### config.mk
export PLATFORM = sky130hd
export DESIGN_NAME = fbdev_top
export DESIGN_NICKNAME = d
export VERILOG_FILES = /design/src/verilog/fb_pkg.sv /design/src/verilog/fb_cmd_regs.sv /design/src/verilog/fb_fetch.sv /design/src/verilog/fbdev_top.sv /design/src/verilog/px_fifo.sv /design/src/verilog/rle_expander.sv /design/src/verilog/vga_scanout.sv
export VERILOG_INCLUDE_DIRS = /design/src /design/src/include
export SDC_FILE = /design/constraint.sdc
export NUM_CORES = 1
export LEC_CHECK = 0
export ABC_AREA = 1
export BUFFER_PORTS_ARGS = -buffer_cell sky130_fd_sc_hd__buf_2
export CAP_MARGIN = 20
export CORE_ASPECT_RATIO = 1.2
export CORE_MARGIN = 4
export CORE_UTILIZATION = 30
export DETAILED_ROUTE_END_ITERATION = 8
export HOLD_SLACK_MARGIN = 0.12
export MAX_ROUTING_LAYER = met4
export PLACE_DENSITY = 0.51
export SYNTH_ARGS = -nofsm -noshare
export SYNTH_HDL_FRONTEND = slang
export SYNTH_HIERARCHICAL = 1
export SYNTH_SLANG_ARGS = --single-unit
### constraint.sdc
create_clock -name clk_i -period 5.3 [get_ports clk_i]
set_clock_uncertainty 0.2 [all_clocks]
set_input_delay 0.53 -clock clk_i [delete_from_list [all_inputs] [get_ports clk_i]]
set_output_delay 0.53 -clock clk_i [all_outputs]
set_load 0.01 [all_outputs]
### src/include/fb_params.svh
////////////////////
// Display mode and sizing.
////////////////////

`ifndef FB_PARAMS_SVH
`define FB_PARAMS_SVH

// Horizontal timing, in pixel clocks.
`define FB_H_ACTIVE       16
`define FB_H_SYNC_START   18
`define FB_H_SYNC_END     20
`define FB_H_TOTAL        24

// Vertical timing, in lines.
`define FB_V_ACTIVE       4
`define FB_V_SYNC_START   5
`define FB_V_SYNC_END     6
`define FB_V_TOTAL        8

`define FB_REFRESH        60
`define FB_BUFCNT         1   // Single buffer.

`define FB_PXCNT          (`FB_H_ACTIVE * `FB_V_ACTIVE)

`define FB_FIFO_DEPTH     16  // In words.
`define FB_BYTES_PER_WORD 4

`endif

### src/verilog/fb_pkg.sv
////////////////////
// Framebuffer types.
////////////////////

package fb_pkg;

`include "fb_params.svh"

typedef logic [31:0] word_t;
typedef logic [29:0] waddr_t;
typedef logic [11:0] pos_t;
typedef logic [7:0]  run_t;
typedef logic [7:0]  color_t;

// Room for a level of 0 up to a full FIFO.
typedef logic [$clog2(`FB_FIFO_DEPTH + 1) - 1:0] level_t;

typedef struct packed {
	color_t blue;
	color_t green;
	color_t red;
} pixel_t;

typedef enum logic [1:0] {
	CMD_SRCSET  = 2'd0,
	CMD_GETINFO = 2'd1
} cmd_e;

typedef struct packed {
	logic [29:0] arg;
	cmd_e        op;   // Low bits.
} cmd_req_t;

typedef enum logic [29:0] {
	INFO_WIDTH  = 30'd0,
	INFO_HEIGHT = 30'd1,
	INFO_HZ     = 30'd2,
	INFO_BUFCNT = 30'd3
} info_e;

// Red sits in the low byte, run count on top.
typedef struct packed {
	run_t   run;
	color_t blue;
	color_t green;
	color_t red;
} rle_word_t;

typedef enum logic [1:0] {
	IDLE,
	RUN,
	WRAP
} fetch_st_e;

endpackage

### src/verilog/fb_cmd_regs.sv
////////////////////
// Command registers.
////////////////////

`timescale 1ns/1ps

`include "fb_params.svh"

module fb_cmd_regs import fb_pkg::*; (
	input  logic     clk_i,
	input  logic     rst_i,
	input  logic     cmd_valid_i,
	input  cmd_req_t cmd_i,
	output logic     cmd_ready_o,
	output logic     rsp_valid_o,
	output word_t    rsp_data_o,
	input  logic     rsp_ready_i,
	output waddr_t   base_addr_o,
	output logic     vga_rst_o
);

logic   cmd_fire;
logic   rsp_valid_q;
word_t  rsp_data_q;
word_t  rsp_data_d;
waddr_t base_q;
logic   base_valid_q;
logic   base_valid_d;
logic   vga_rst_q;

assign cmd_ready_o = !rsp_valid_q; // One command in flight.
assign cmd_fire    = cmd_valid_i && cmd_ready_o;

always_comb begin
	rsp_data_d = '0;
	case (cmd_i.op)
	CMD_SRCSET: rsp_data_d = word_t'(`FB_BYTES_PER_WORD);
	CMD_GETINFO: begin
		case (info_e'(cmd_i.arg))
		INFO_WIDTH:  rsp_data_d = word_t'(`FB_H_ACTIVE);
		INFO_HEIGHT: rsp_data_d = word_t'(`FB_V_ACTIVE);
		INFO_HZ:     rsp_data_d = word_t'(`FB_REFRESH);
		INFO_BUFCNT: rsp_data_d = word_t'(`FB_BUFCNT);
		default:     rsp_data_d = '0;
		endcase
	end
	default: rsp_data_d = '0;
	endcase
end

// All ones turns the display off.
always_comb begin
	base_valid_d = base_valid_q;
	if (cmd_fire && cmd_i.op == CMD_SRCSET)
		base_valid_d = !(&cmd_i.arg);
end

always_ff @(posedge clk_i) begin
	if (rst_i) begin
		rsp_valid_q  <= 1'b0;
		base_valid_q <= 1'b0;
	end else begin
		if (cmd_fire)
			rsp_valid_q <= 1'b1;
		else if (rsp_ready_i)
			rsp_valid_q <= 1'b0;
		base_valid_q <= base_valid_d;
	end
end

always_ff @(posedge clk_i) begin
	if (cmd_fire)
		rsp_data_q <= rsp_data_d;
	if (cmd_fire && cmd_i.op == CMD_SRCSET)
		base_q <= cmd_i.arg;
end

always_ff @(posedge clk_i)
	vga_rst_q <= rst_i || !base_valid_d;

assign rsp_valid_o = rsp_valid_q;
assign rsp_data_o  = rsp_data_q;
assign base_addr_o = base_q;
assign vga_rst_o   = vga_rst_q;

endmodule

### src/verilog/fb_fetch.sv
////////////////////
// Frame fetch engine.
////////////////////

`timescale 1ns/1ps

`include "fb_params.svh"

module fb_fetch import fb_pkg::*; (
	input  logic      clk_i,
	input  logic      vga_rst_i,
	input  waddr_t    base_addr_i,
	output logic      mem_req_valid_o,
	output waddr_t    mem_addr_o,
	input  logic      mem_req_ready_i,
	input  logic      mem_rsp_valid_i,
	input  word_t     mem_rsp_data_i,
	input  level_t    fifo_level_i,
	output logic      fifo_wr_o,
	output rle_word_t fifo_data_o
);

fetch_st_e st_q;
waddr_t    addr_q;
level_t    out_q;    // Reads in flight.
logic      pend_q;   // Request raised, not yet taken.
pos_t      pxcnt_q;
pos_t      pxcnt_d;
logic [$bits(level_t):0] credit_sum;
logic      credit_ok;
logic      req_fire;
logic      rsp_keep;
logic      frame_done;
logic      wrap_exit;

// Level plus in-flight never grows while a request waits.
assign credit_sum = fifo_level_i + out_q;
assign credit_ok  = credit_sum < `FB_FIFO_DEPTH;

assign mem_req_valid_o = credit_ok && (st_q == RUN || pend_q);
assign mem_addr_o      = addr_q;
assign req_fire        = mem_req_valid_o && mem_req_ready_i;

// Words past the frame end are dropped in WRAP.
assign rsp_keep    = mem_rsp_valid_i && st_q == RUN;
assign fifo_wr_o   = rsp_keep;
assign fifo_data_o = rle_word_t'(mem_rsp_data_i);

assign pxcnt_d    = pxcnt_q + pos_t'(fifo_data_o.run) + 1'b1;
assign frame_done = rsp_keep && pxcnt_d >= `FB_PXCNT;
assign wrap_exit  = st_q == WRAP && out_q == '0 && !mem_req_valid_o;

always_ff @(posedge clk_i) begin
	if (vga_rst_i) begin
		st_q    <= IDLE;
		out_q   <= '0;
		pend_q  <= 1'b0;
		pxcnt_q <= '0;
	end else begin
		out_q  <= out_q + level_t'(req_fire) - level_t'(mem_rsp_valid_i);
		pend_q <= mem_req_valid_o && !mem_req_ready_i;
		case (st_q)
		IDLE: st_q <= RUN;
		RUN: begin
			if (frame_done) begin
				st_q    <= WRAP;
				pxcnt_q <= '0;
			end else if (rsp_keep) begin
				pxcnt_q <= pxcnt_d;
			end
		end
		WRAP: if (wrap_exit) st_q <= RUN; // Drained, back to base.
		default: st_q <= IDLE;
		endcase
	end
end

always_ff @(posedge clk_i) begin
	if (st_q == IDLE || wrap_exit)
		addr_q <= base_addr_i;
	else if (req_fire)
		addr_q <= addr_q + 1'b1;
end

// Credits keep the FIFO from ever being written while full.
a_wr_not_full: assert property (@(posedge clk_i) disable iff (vga_rst_i)
	fifo_wr_o |-> fifo_level_i < `FB_FIFO_DEPTH);

endmodule

### src/verilog/fbdev_top.sv
////////////////////
// Framebuffer top.
////////////////////

`timescale 1ns/1ps

`include "fb_params.svh"

module fbdev_top import fb_pkg::*; (
	input  logic     clk_i,
	input  logic     rst_i,
	input  logic     cmd_valid_i,
	input  cmd_req_t cmd_i,
	output logic     cmd_ready_o,
	output logic     rsp_valid_o,
	output word_t    rsp_data_o,
	input  logic     rsp_ready_i,
	output logic     vga_rst_o,
	output logic     mem_req_valid_o,
	output waddr_t   mem_addr_o,
	input  logic     mem_req_ready_i,
	input  logic     mem_rsp_valid_i,
	input  word_t    mem_rsp_data_i,
	output color_t   vga_red_o,
	output color_t   vga_green_o,
	output color_t   vga_blue_o,
	output logic     vga_hsync_o,
	output logic     vga_vsync_o,
	output logic     vga_blank_o,
	output logic     underrun_o
);

waddr_t    base_addr;
level_t    fifo_level;
logic      fifo_wr;
rle_word_t fifo_wdata;
logic      word_valid;
rle_word_t word;
logic      word_ready;
logic      px_valid;
pixel_t    px;
logic      px_ready;

fb_cmd_regs u_cmd_regs (
	.clk_i       (clk_i),
	.rst_i       (rst_i),
	.cmd_valid_i (cmd_valid_i),
	.cmd_i       (cmd_i),
	.cmd_ready_o (cmd_ready_o),
	.rsp_valid_o (rsp_valid_o),
	.rsp_data_o  (rsp_data_o),
	.rsp_ready_i (rsp_ready_i),
	.base_addr_o (base_addr),
	.vga_rst_o   (vga_rst_o)
);

fb_fetch u_fetch (
	.clk_i           (clk_i),
	.vga_rst_i       (vga_rst_o),
	.base_addr_i     (base_addr),
	.mem_req_valid_o (mem_req_valid_o),
	.mem_addr_o      (mem_addr_o),
	.mem_req_ready_i (mem_req_ready_i),
	.mem_rsp_valid_i (mem_rsp_valid_i),
	.mem_rsp_data_i  (mem_rsp_data_i),
	.fifo_level_i    (fifo_level),
	.fifo_wr_o       (fifo_wr),
	.fifo_data_o     (fifo_wdata)
);

px_fifo u_fifo (
	.clk_i      (clk_i),
	.vga_rst_i  (vga_rst_o),
	.wr_i       (fifo_wr),
	.wr_data_i  (fifo_wdata),
	.rd_valid_o (word_valid),
	.rd_data_o  (word),
	.rd_ready_i (word_ready),
	.level_o    (fifo_level)
);

rle_expander u_expander (
	.clk_i        (clk_i),
	.vga_rst_i    (vga_rst_o),
	.word_valid_i (word_valid),
	.word_i       (word),
	.word_ready_o (word_ready),
	.px_valid_o   (px_valid),
	.px_o         (px),
	.px_ready_i   (px_ready)
);

vga_scanout u_scanout (
	.clk_i       (clk_i),
	.vga_rst_i   (vga_rst_o),
	.px_valid_i  (px_valid),
	.px_i        (px),
	.px_ready_o  (px_ready),
	.vga_red_o   (vga_red_o),
	.vga_green_o (vga_green_o),
	.vga_blue_o  (vga_blue_o),
	.vga_hsync_o (vga_hsync_o),
	.vga_vsync_o (vga_vsync_o),
	.vga_blank_o (vga_blank_o),
	.underrun_o  (underrun_o)
);

endmodule

### src/verilog/px_fifo.sv
////////////////////
// Pixel word FIFO.
////////////////////

`timescale 1ns/1ps

`include "fb_params.svh"

module px_fifo import fb_pkg::*; (
	input  logic      clk_i,
	input  logic      vga_rst_i,
	input  logic      wr_i,
	input  rle_word_t wr_data_i,
	output logic      rd_valid_o,
	output rle_word_t rd_data_o,
	input  logic      rd_ready_i,
	output level_t    level_o
);

localparam int AW = $clog2(`FB_FIFO_DEPTH);

rle_word_t      mem_q [`FB_FIFO_DEPTH];
logic [AW-1:0]  wptr_q;
logic [AW-1:0]  rptr_q;
level_t         level_q;
logic           rd_fire;

assign rd_valid_o = level_q != '0;
assign rd_data_o  = mem_q[rptr_q];
assign rd_fire    = rd_valid_o && rd_ready_i;
assign level_o    = level_q;

always_ff @(posedge clk_i) begin
	if (vga_rst_i) begin
		wptr_q  <= '0;
		rptr_q  <= '0;
		level_q <= '0;
	end else begin
		if (wr_i)
			wptr_q <= (wptr_q == AW'(`FB_FIFO_DEPTH - 1)) ? '0 : wptr_q + 1'b1;
		if (rd_fire)
			rptr_q <= (rptr_q == AW'(`FB_FIFO_DEPTH - 1)) ? '0 : rptr_q + 1'b1;
		level_q <= level_q + level_t'(wr_i) - level_t'(rd_fire);
	end
end

always_ff @(posedge clk_i)
	if (wr_i) mem_q[wptr_q] <= wr_data_i;

a_no_overflow: assert property (@(posedge clk_i) disable iff (vga_rst_i)
	wr_i |-> level_q < `FB_FIFO_DEPTH || rd_fire);

// Consumer only acknowledges a word it was shown.
a_no_empty_read: assert property (@(posedge clk_i) disable iff (vga_rst_i)
	rd_ready_i |-> rd_valid_o);

endmodule

### src/verilog/rle_expander.sv
////////////////////
// Run expander.
////////////////////

`timescale 1ns/1ps

`include "fb_params.svh"

module rle_expander import fb_pkg::*; (
	input  logic      clk_i,
	input  logic      vga_rst_i,
	input  logic      word_valid_i,
	input  rle_word_t word_i,
	output logic      word_ready_o,
	output logic      px_valid_o,
	output pixel_t    px_o,
	input  logic      px_ready_i
);

run_t rep_q;   // Pixels already sent from this word.
logic last_rep;
logic px_fire;

assign last_rep = rep_q == word_i.run;
assign px_fire  = px_valid_o && px_ready_i;

assign px_valid_o   = word_valid_i;
assign px_o.red     = word_i.red;
assign px_o.green   = word_i.green;
assign px_o.blue    = word_i.blue;

// Pop as the final copy goes out.
assign word_ready_o = px_fire && last_rep;

always_ff @(posedge clk_i) begin
	if (vga_rst_i)
		rep_q <= '0;
	else if (px_fire)
		rep_q <= last_rep ? '0 : rep_q + 1'b1;
end

endmodule

### src/verilog/vga_scanout.sv
////////////////////
// VGA scanout.
////////////////////

`timescale 1ns/1ps

`include "fb_params.svh"

module vga_scanout import fb_pkg::*; (
	input  logic   clk_i,
	input  logic   vga_rst_i,
	input  logic   px_valid_i,
	input  pixel_t px_i,
	output logic   px_ready_o,
	output color_t vga_red_o,
	output color_t vga_green_o,
	output color_t vga_blue_o,
	output logic   vga_hsync_o,
	output logic   vga_vsync_o,
	output logic   vga_blank_o,
	output logic   underrun_o
);

pos_t   h_q;
pos_t   v_q;
logic   h_last;
logic   v_last;
logic   active;
logic   frame_start;
logic   started_q;
logic   live;
pixel_t px_d;

assign h_last      = h_q == pos_t'(`FB_H_TOTAL - 1);
assign v_last      = v_q == pos_t'(`FB_V_TOTAL - 1);
assign active      = h_q < `FB_H_ACTIVE && v_q < `FB_V_ACTIVE;
assign frame_start = h_q == '0 && v_q == '0;

// Lock onto the first frame that has data ready.
assign live       = started_q || (frame_start && px_valid_i);
assign px_ready_o = active && live;

assign px_d = (px_ready_o && px_valid_i) ? px_i : '0; // Black on underrun.

always_ff @(posedge clk_i) begin
	if (vga_rst_i) begin
		h_q         <= '0;
		v_q         <= '0;
		started_q   <= 1'b0;
		vga_hsync_o <= 1'b0;
		vga_vsync_o <= 1'b0;
		vga_blank_o <= 1'b0;
		underrun_o  <= 1'b0;
	end else begin
		if (h_last) begin
			h_q <= '0;
			v_q <= v_last ? '0 : v_q + 1'b1;
		end else begin
			h_q <= h_q + 1'b1;
		end
		if (frame_start && px_valid_i)
			started_q <= 1'b1;
		vga_hsync_o <= h_q >= `FB_H_SYNC_START && h_q < `FB_H_SYNC_END;
		vga_vsync_o <= v_q >= `FB_V_SYNC_START && v_q < `FB_V_SYNC_END;
		vga_blank_o <= !active;
		if (px_ready_o && !px_valid_i)
			underrun_o <= 1'b1; // Sticky.
	end
end

always_ff @(posedge clk_i) begin
	vga_red_o   <= px_d.red;
	vga_green_o <= px_d.green;
	vga_blue_o  <= px_d.blue;
end

// Upstream holds a pixel until the scanout takes it.
a_px_stable: assert property (@(posedge clk_i) disable iff (vga_rst_i)
	px_valid_i && !px_ready_o |=> px_valid_i && $stable(px_i));

endmodule
==> impl_results.md, run 1 <==
- Outcome: finished, final reports clean
- Min-delay worst type: in2reg
- XOR/XNOR share of the synthesized area: 0.0120
- Clock-pin slew on the worst setup and hold paths: 60 ps
- Synth warn: 6
- Seq/Total Area, Yosys: 0.618
- Area fraction in compound gates after synthesis: 0.0162
- Crit start category: flip-flop
- Clock Tree Buf Depth: 3
- VDD IR max: 188 µV
- P_leak: 15.0 nW
- Arrival time worst endpoint: 4540 ps
- Max-Cap Viols: 0
- Synth Flop Type: edfxtp_1
- Hold Fails Final Rpt: 0
- Routed WL: 78.8 mm
- Rows: 129
- Internal: 0.00896 W
- Logic gate share of total power: 0.030
- Post-CTS sizing: 0
- Post-route DRC: 0
- Post-synth ARST share: 0
- HPWL after detailed placement: roughly 45 mm
- Worst-Skew Late Latency: 630 ps
- Mux cell area share after synthesis: 0.000640
- Worst-path maximum fanout: between 60 and 70
- Worst setup EP type: flip-flop
- Slew headroom: 0.294
- Vias post-DR: around 21000
- Gpl congestion: roughly 0.83
- Worst EP required: ~5700 ps
- Clock sink total: 677
- Max-slew violation count: 0
- Global route overflow: 0
- Detail-routed via count per cell: 4.40
- Period utilization: 0.789
- Final setup fails: 0
- Global-route wire length before repair: 122 mm
- Commonest non-fill, non-tap cells in the layout: 948 x nand2_1, 576 x edfxtp_1, 534 x inv_1, 433 x nand3_1, 136 x buf_2
- Multi-input gate area: 8650 µm²
- Vias in the first global route: 20800
- Die area: 109000 µm²
- Min-delay src: mem_rsp_data_i[25]
- Synth Register Bits: 677
- Fillers: 10500
- Die Ht: 362 µm
- Register Area: 19300 µm²
- Post-Synth Simple-Gate Area: 0.224
- Commonest non-fill, non-tap cell in the layout: nand2_1
- Flop pwr share: 0.515
- Starting Density: 0.303
- Share of layout cells above drive strength 1: 0.110
- Core ar.: 103000 µm²
- WL/cell: approximately 16 µm
- Clock Power Share: 0.455
- Synth Area in Adders: 0.0167
- DR iter-0 viols: around 1300
- Syn avg cell area: 9.66 µm²
- Main combinational cell family by area after synthesis: simple AND/OR/NAND/NOR gates
- Antenna violations before repair: 5
- Switch Pwr: 0.00240 W
- Num CTS Buffers: 76
- Setup TNS: 0 ps
- WHS: ~160 ps
- Post-Syn Instances: 3236
- Final nets: 3490
- GRT Util Overall: 0.147
- Tmin final: 4180 ps
- RSZ-0062 raised after global routing: no
- Antenna Violating Nets Remaining: 0
- First-pass detailed-route iteration total: 5
- Actual slew at the worst max-slew pin: 1060 ps
- Clk root buf: clkbuf_16
- Setup bufs post-CTS: 0
- Power Dens Cells: 316 nW/µm²
- Area Growth Syn to Fin: 14.9%
- Synth unique cells: 49
- Hold buffer count at cts: 67
- Largest net degree at the start of global routing: 102
- Sw frac: 0.211
- Synth Cell Area: 31300 µm²
- Port-buffer cells: 136
- Fmax: around 0.24 GHz
- Critical path class: reg2reg
- H-tree levels: 3
- EDFF count, synth: 576
- I/O pin total: approximately 160
- Die width: 303 µm
- CTS tree: yes
[worst max-delay path: stages (launching register included)]
cell and delay, ps:
dfxtp_4 400, buf_4 610, nand2_1 110, nand2_1 100, nand2_1 50, nand3_1 80
nand3_1 80, nand2_1 120, inv_1 60, nand2_1 50, nand2_1 50, nor2_1 120
nand3_2 120, nor2_1 190, inv_1 60, a21oi_1 300, ha_1 300, inv_1 60
ha_1 150, inv_1 60, fa_1 380, inv_1 60, nand2_1 50, nand2_1 50
a21oi_1 70, nand2_1 60, nand2_1 50, nor2_1 90
[through the flow]
stage	util	area (µm²)	cells	power (W)	setup slack (ps)
finish	0.348	35900	4819	0.0114	1120
global route	0.348	35900	4819	0.0118	613
CTS	0.347	35900	4813	0.0115	1030
detailed placement	0.317	32800	4609	0.00627	1040
global placement	0.317	32800	4609	0.00627	1060
floorplan	-	31400	3262	0.00617	1640
[area by class of cell]
type                       count  share of cell area
antenna                        5            0.000348
clock buffer                  96              0.0580
clock inverter                41             0.00993
inverter                     549              0.0578
multi-input combinational   1835               0.241
sequential                   677               0.538
tap                         1375              0.0479
timing repair buffer         241              0.0468
[synth_stat cells, types with 2 or more instances]
cell type    n  area, µm²
mux2i_1      2       20.0
edfxtp_1   576      17300
ha_1        37        463
o21ai_0     21        105
buf_1       16       60.1
nor2_4       4       45.0
nor3b_1      4       30.0
nand3_1    433       2170
nand4_1     14       87.6
inv_1      536       2010
nand3_2      5       50.1
nor3_4       3       48.8
o21ai_1     14       70.1
buf_4       91        683
nor3_1      26        130
inv_2       10       37.5
clkbuf_1    10       37.5
nor2_2      27        169
nor2_1     151        567
buf_6       36        405
or2_2        4       25.0
nand2_2      8       50.1
a21oi_1     40        200
nand2_4      2       22.5
xor2_1      29        254
nor4_1       4       25.0
nand2_1    948       3560
o211ai_1     3       22.5
buf_2       47        235
dfxtp_1    101       2020
fa_1         3       60.1
xnor2_1     14        123
[registers in the layout (all words and copies together), names as in the netlist, 5 cells and up, named ones only]
| register | cells |
|---|---|
| u_cmd_regs/base_addr_o | 30 |
| u_expander/rep_q | 8 |
| u_fetch/mem_addr_o | 30 |
| u_fetch/out_q | 5 |
| u_fetch/pxcnt_q | 12 |
| u_fifo/level_o | 5 |
| u_fifo/mem_q | 512 |
| u_scanout/h_q | 12 |
| u_scanout/v_q | 12 |
| u_scanout/vga_blue_o | 8 |
| u_scanout/vga_green_o | 8 |
| u_scanout/vga_red_o | 8 |
[per-layer routing]
layer,track usage,share of wire
met1,0.175,0.43
met4,0.0376,0.021
met5,-,0
met3,0.0290,0.052
met2,0.254,0.50
[power by group through the flow]
stage / clock, W / combinational, W / sequential, W
3_3_place_gp: 0 / 0.000305 / 0.00596
5_1_grt: 0.00552 / 0.000391 / 0.00585
6_report: 0.00517 / 0.000342 / 0.00585
4_1_cts: 0.00532 / 0.000349 / 0.00585
3_5_place_dp: 0 / 0.000308 / 0.00596
2_1_floorplan: 0 / 0.000202 / 0.00596
[final timing paths]
check                                       endpoint  slack [ps]  cells after the start
worst max-delay path               u_fifo/level_o[4]        1120                     27
worst min-delay path            u_fifo/mem_q[11][25]         160                      1
worst max register to register     u_fifo/level_o[4]        1120                     27
worst min register to register   u_fetch/pxcnt_q[10]         250                      2
[logic make-up after synthesis]
logic type / after synthesis
mux: 2
buf+inv: 750
fa+ha+maj: 40
flops: 677
other cells: 1
compound gates: 87
simple gates: 1636
xor+xnor: 43
Power figures use the tool's default switching activity.
==> run 2, diff against run 1 <==
Clock period 5.3 ns to 4.19 ns, I/O delays scaled along.
==> impl_results.md, run 2 (synthesis gave the netlist of run 1 again) <==
- DR iter-0 viols: 1268 (was 1342)
- Final setup fails: 0 (unchanged)
- Starting Density: 0.303 (unchanged)
- Global route overflow: 0 (unchanged)
- Arrival time worst endpoint: 4050 ps (was 4540 ps)
- Rows: 129 (unchanged)
- Clock sink total: 677 (unchanged)
- Die width: 303 µm (unchanged)
- Hold Fails Final Rpt: 0 (unchanged)
- Detail-routed via count per cell: 4.39 (was 4.40)
- P_leak: 15.1 nW (was 15.0 nW)
- Actual slew at the worst max-slew pin: 1090 ps (was 1060 ps)
- CTS tree: yes (unchanged)
- Commonest non-fill, non-tap cell in the layout: nand2_1 (unchanged)
- H-tree levels: 3 (unchanged)
- Crit start category: flip-flop (unchanged)
- VDD IR max: 274 µV (was 188 µV)
- HPWL after detailed placement: 45.8 mm (was 44.9 mm)
- Vias in the first global route: 20700 (was 20800)
- Max-Cap Viols: 0 (unchanged)
- WL/cell: 16.1 µm (was 16.3 µm)
- Max-slew violation count: 0 (unchanged)
- Port-buffer cells: 136 (unchanged)
- RSZ-0062 raised after global routing: no (unchanged)
- Setup TNS: 0 ps (unchanged)
- Critical path class: reg2reg (unchanged)
- Top reg by flops: u_fifo/mem_q (unchanged)
- Share of layout cells above drive strength 1: 0.110 (about the same)
- Clock-pin slew on the worst setup and hold paths: 60 ps (about the same)
- Worst-Skew Late Latency: 630 ps (about the same)
- Global-route wire length before repair: 121 mm (was 122 mm)
- Vias post-DR: 21200 (about the same)
- Outcome: finished, final reports clean (unchanged)
- Period utilization: 0.886 (was 0.789)
- R2r setup slk: 480 ps (was 1120 ps)
- Commonest non-fill, non-tap cells in the layout: 948 x nand2_1, 576 x edfxtp_1, 534 x inv_1, 433 x nand3_1, 136 x buf_2 (unchanged)
- I/O pin total: 164 (unchanged)
- Worst-path maximum fanout: 21 (was 69)
- Tmin final: 3710 ps (was 4180 ps)
- Total chip power: 0.0143 W (was 0.0114 W)
- Antenna violations before repair: 6 (was 5)
- Clock Tree Buf Depth: 3 (unchanged)
- Reg2reg end: u_fifo/level_o[4] (unchanged)
- Worst setup EP type: flip-flop (unchanged)
- Max FFs per register: 512 (unchanged)
- Core ar.: 103000 µm² (unchanged)
- Die area: 109000 µm² (unchanged)
- Final nets: 3512 (was 3490)
- Worst EP required: 4530 ps (was 5660 ps)
- Fmax: 0.270 GHz (was 0.239 GHz)
- Clk root buf: clkbuf_16 (unchanged)
- Gpl congestion: 0.841 (was 0.829)
- First-pass detailed-route iteration total: 7 (was 5)
- Power Dens Cells: 395 nW/µm² (was 316 nW/µm²)
- Slew headroom: 0.271 (was 0.294)
- Min-delay worst type: reg2reg (was in2reg)
- GRT Util Overall: 0.146 (was 0.147)
- Num CTS Buffers: 76 (unchanged)
- Worst setup endpoint: u_fifo/level_o[4] (unchanged)
- R2R depth: 24 (was 27)
- Largest net degree at the start of global routing: 93 (was 102)
- Antenna Violating Nets Remaining: 0 (unchanged)
- Routed WL: 78.1 mm (was 78.8 mm)
- Die Ht: 362 µm (unchanged)
- Area Growth Syn to Fin: 15.7% (was 14.9%)
- Post-route DRC: 0 (unchanged)
run 2: worst min-delay path by stage:
stage / startpoint / endpoint / cells past startpoint
final: u_scanout/underrun_o / u_scanout/underrun_o / 2
after global routing: u_scanout/underrun_o / u_scanout/underrun_o / 2
after CTS: u_scanout/underrun_o / u_scanout/underrun_o / 2
after detailed placement: u_scanout/underrun_o / u_scanout/underrun_o / 2
after global placement: u_scanout/underrun_o / u_scanout/underrun_o / 2
after floorplan: u_scanout/h_q[0] / u_scanout/h_q[0] / 1
run 2: critical path, stage by stage (launching register included):
cell and delay (ps):
dfxtp_4 540, buf_4 360, nand3_1 120, nand3_1 80, nand3_1 80, nand2_1 150, inv_1 50, nand2_1 60
nand2_1 50, nor2_1 110, nand3_2 120, nor2_1 190, inv_1 70, a21oi_1 170, ha_1 260, inv_1 60
ha_1 150, inv_1 50, fa_1 370, inv_1 60, nand2_1 50, nand2_1 50, a21oi_1 70, nor2_1 90
nor2_1 50
run 2: timing repair:
| action | in CTS | in global routing |
|---|---|---|
| hold buffers | 71 | 0 |
| gates resized for setup | 0 | 0 |
| hold endpoints to repair | 563 | 0 |
| buffers inserted | 0 | 0 |
run 2: metal layers:
layer | routed length, µm | global-route usage | share of wire
met1 | 33200 | 0.176 | 0.43
met2 | 38400 | 0.245 | 0.49
met3 | 4220 | 0.0281 | 0.054
met4 | 2340 | 0.0510 | 0.030
met5 | 0 | - | 0
run 2: layout make-up:
| class | instances | area, µm² |
|---|---|---|
| fillers | 10500 | 67100 |
| flip-flops and latches | 677 | 19300 |
| multi-input cells | 1835 | 8650 |
| inverters | 549 | 2080 |
| clock buffers | 106 | 2070 |
| repair buffers | 263 | 1970 |
| well taps | 1375 | 1720 |
| clock inverters | 31 | 324 |
| diodes | 6 | 15.0 |
run 2: power breakdown:
group	switching, W	total, W	leakage [nW]	internal [W]
Clock	0.00273	0.00645	1.14	0.00372
Combinational	0.000284	0.000440	7.91	0.000156
Sequential	0.0000426	0.00740	6.05	0.00735
Total	0.00306	0.0143	15.1	0.0112
run 2: through the flow:
stage | cell area (µm²) | hold slack (ps) | cells | utilization | worst slack (ps)
after floorplan | 31400 | 230 | 3262 | - | 533
after global placement | 33000 | 237 | 4627 | 0.320 | 453
after detailed placement | 33000 | 245 | 4628 | 0.320 | 469
after CTS | 36100 | 255 | 4836 | 0.350 | 451
after global routing | 36200 | 290 | 4842 | 0.350 | 40.8
final | 36200 | 252 | 4842 | 0.350 | 480
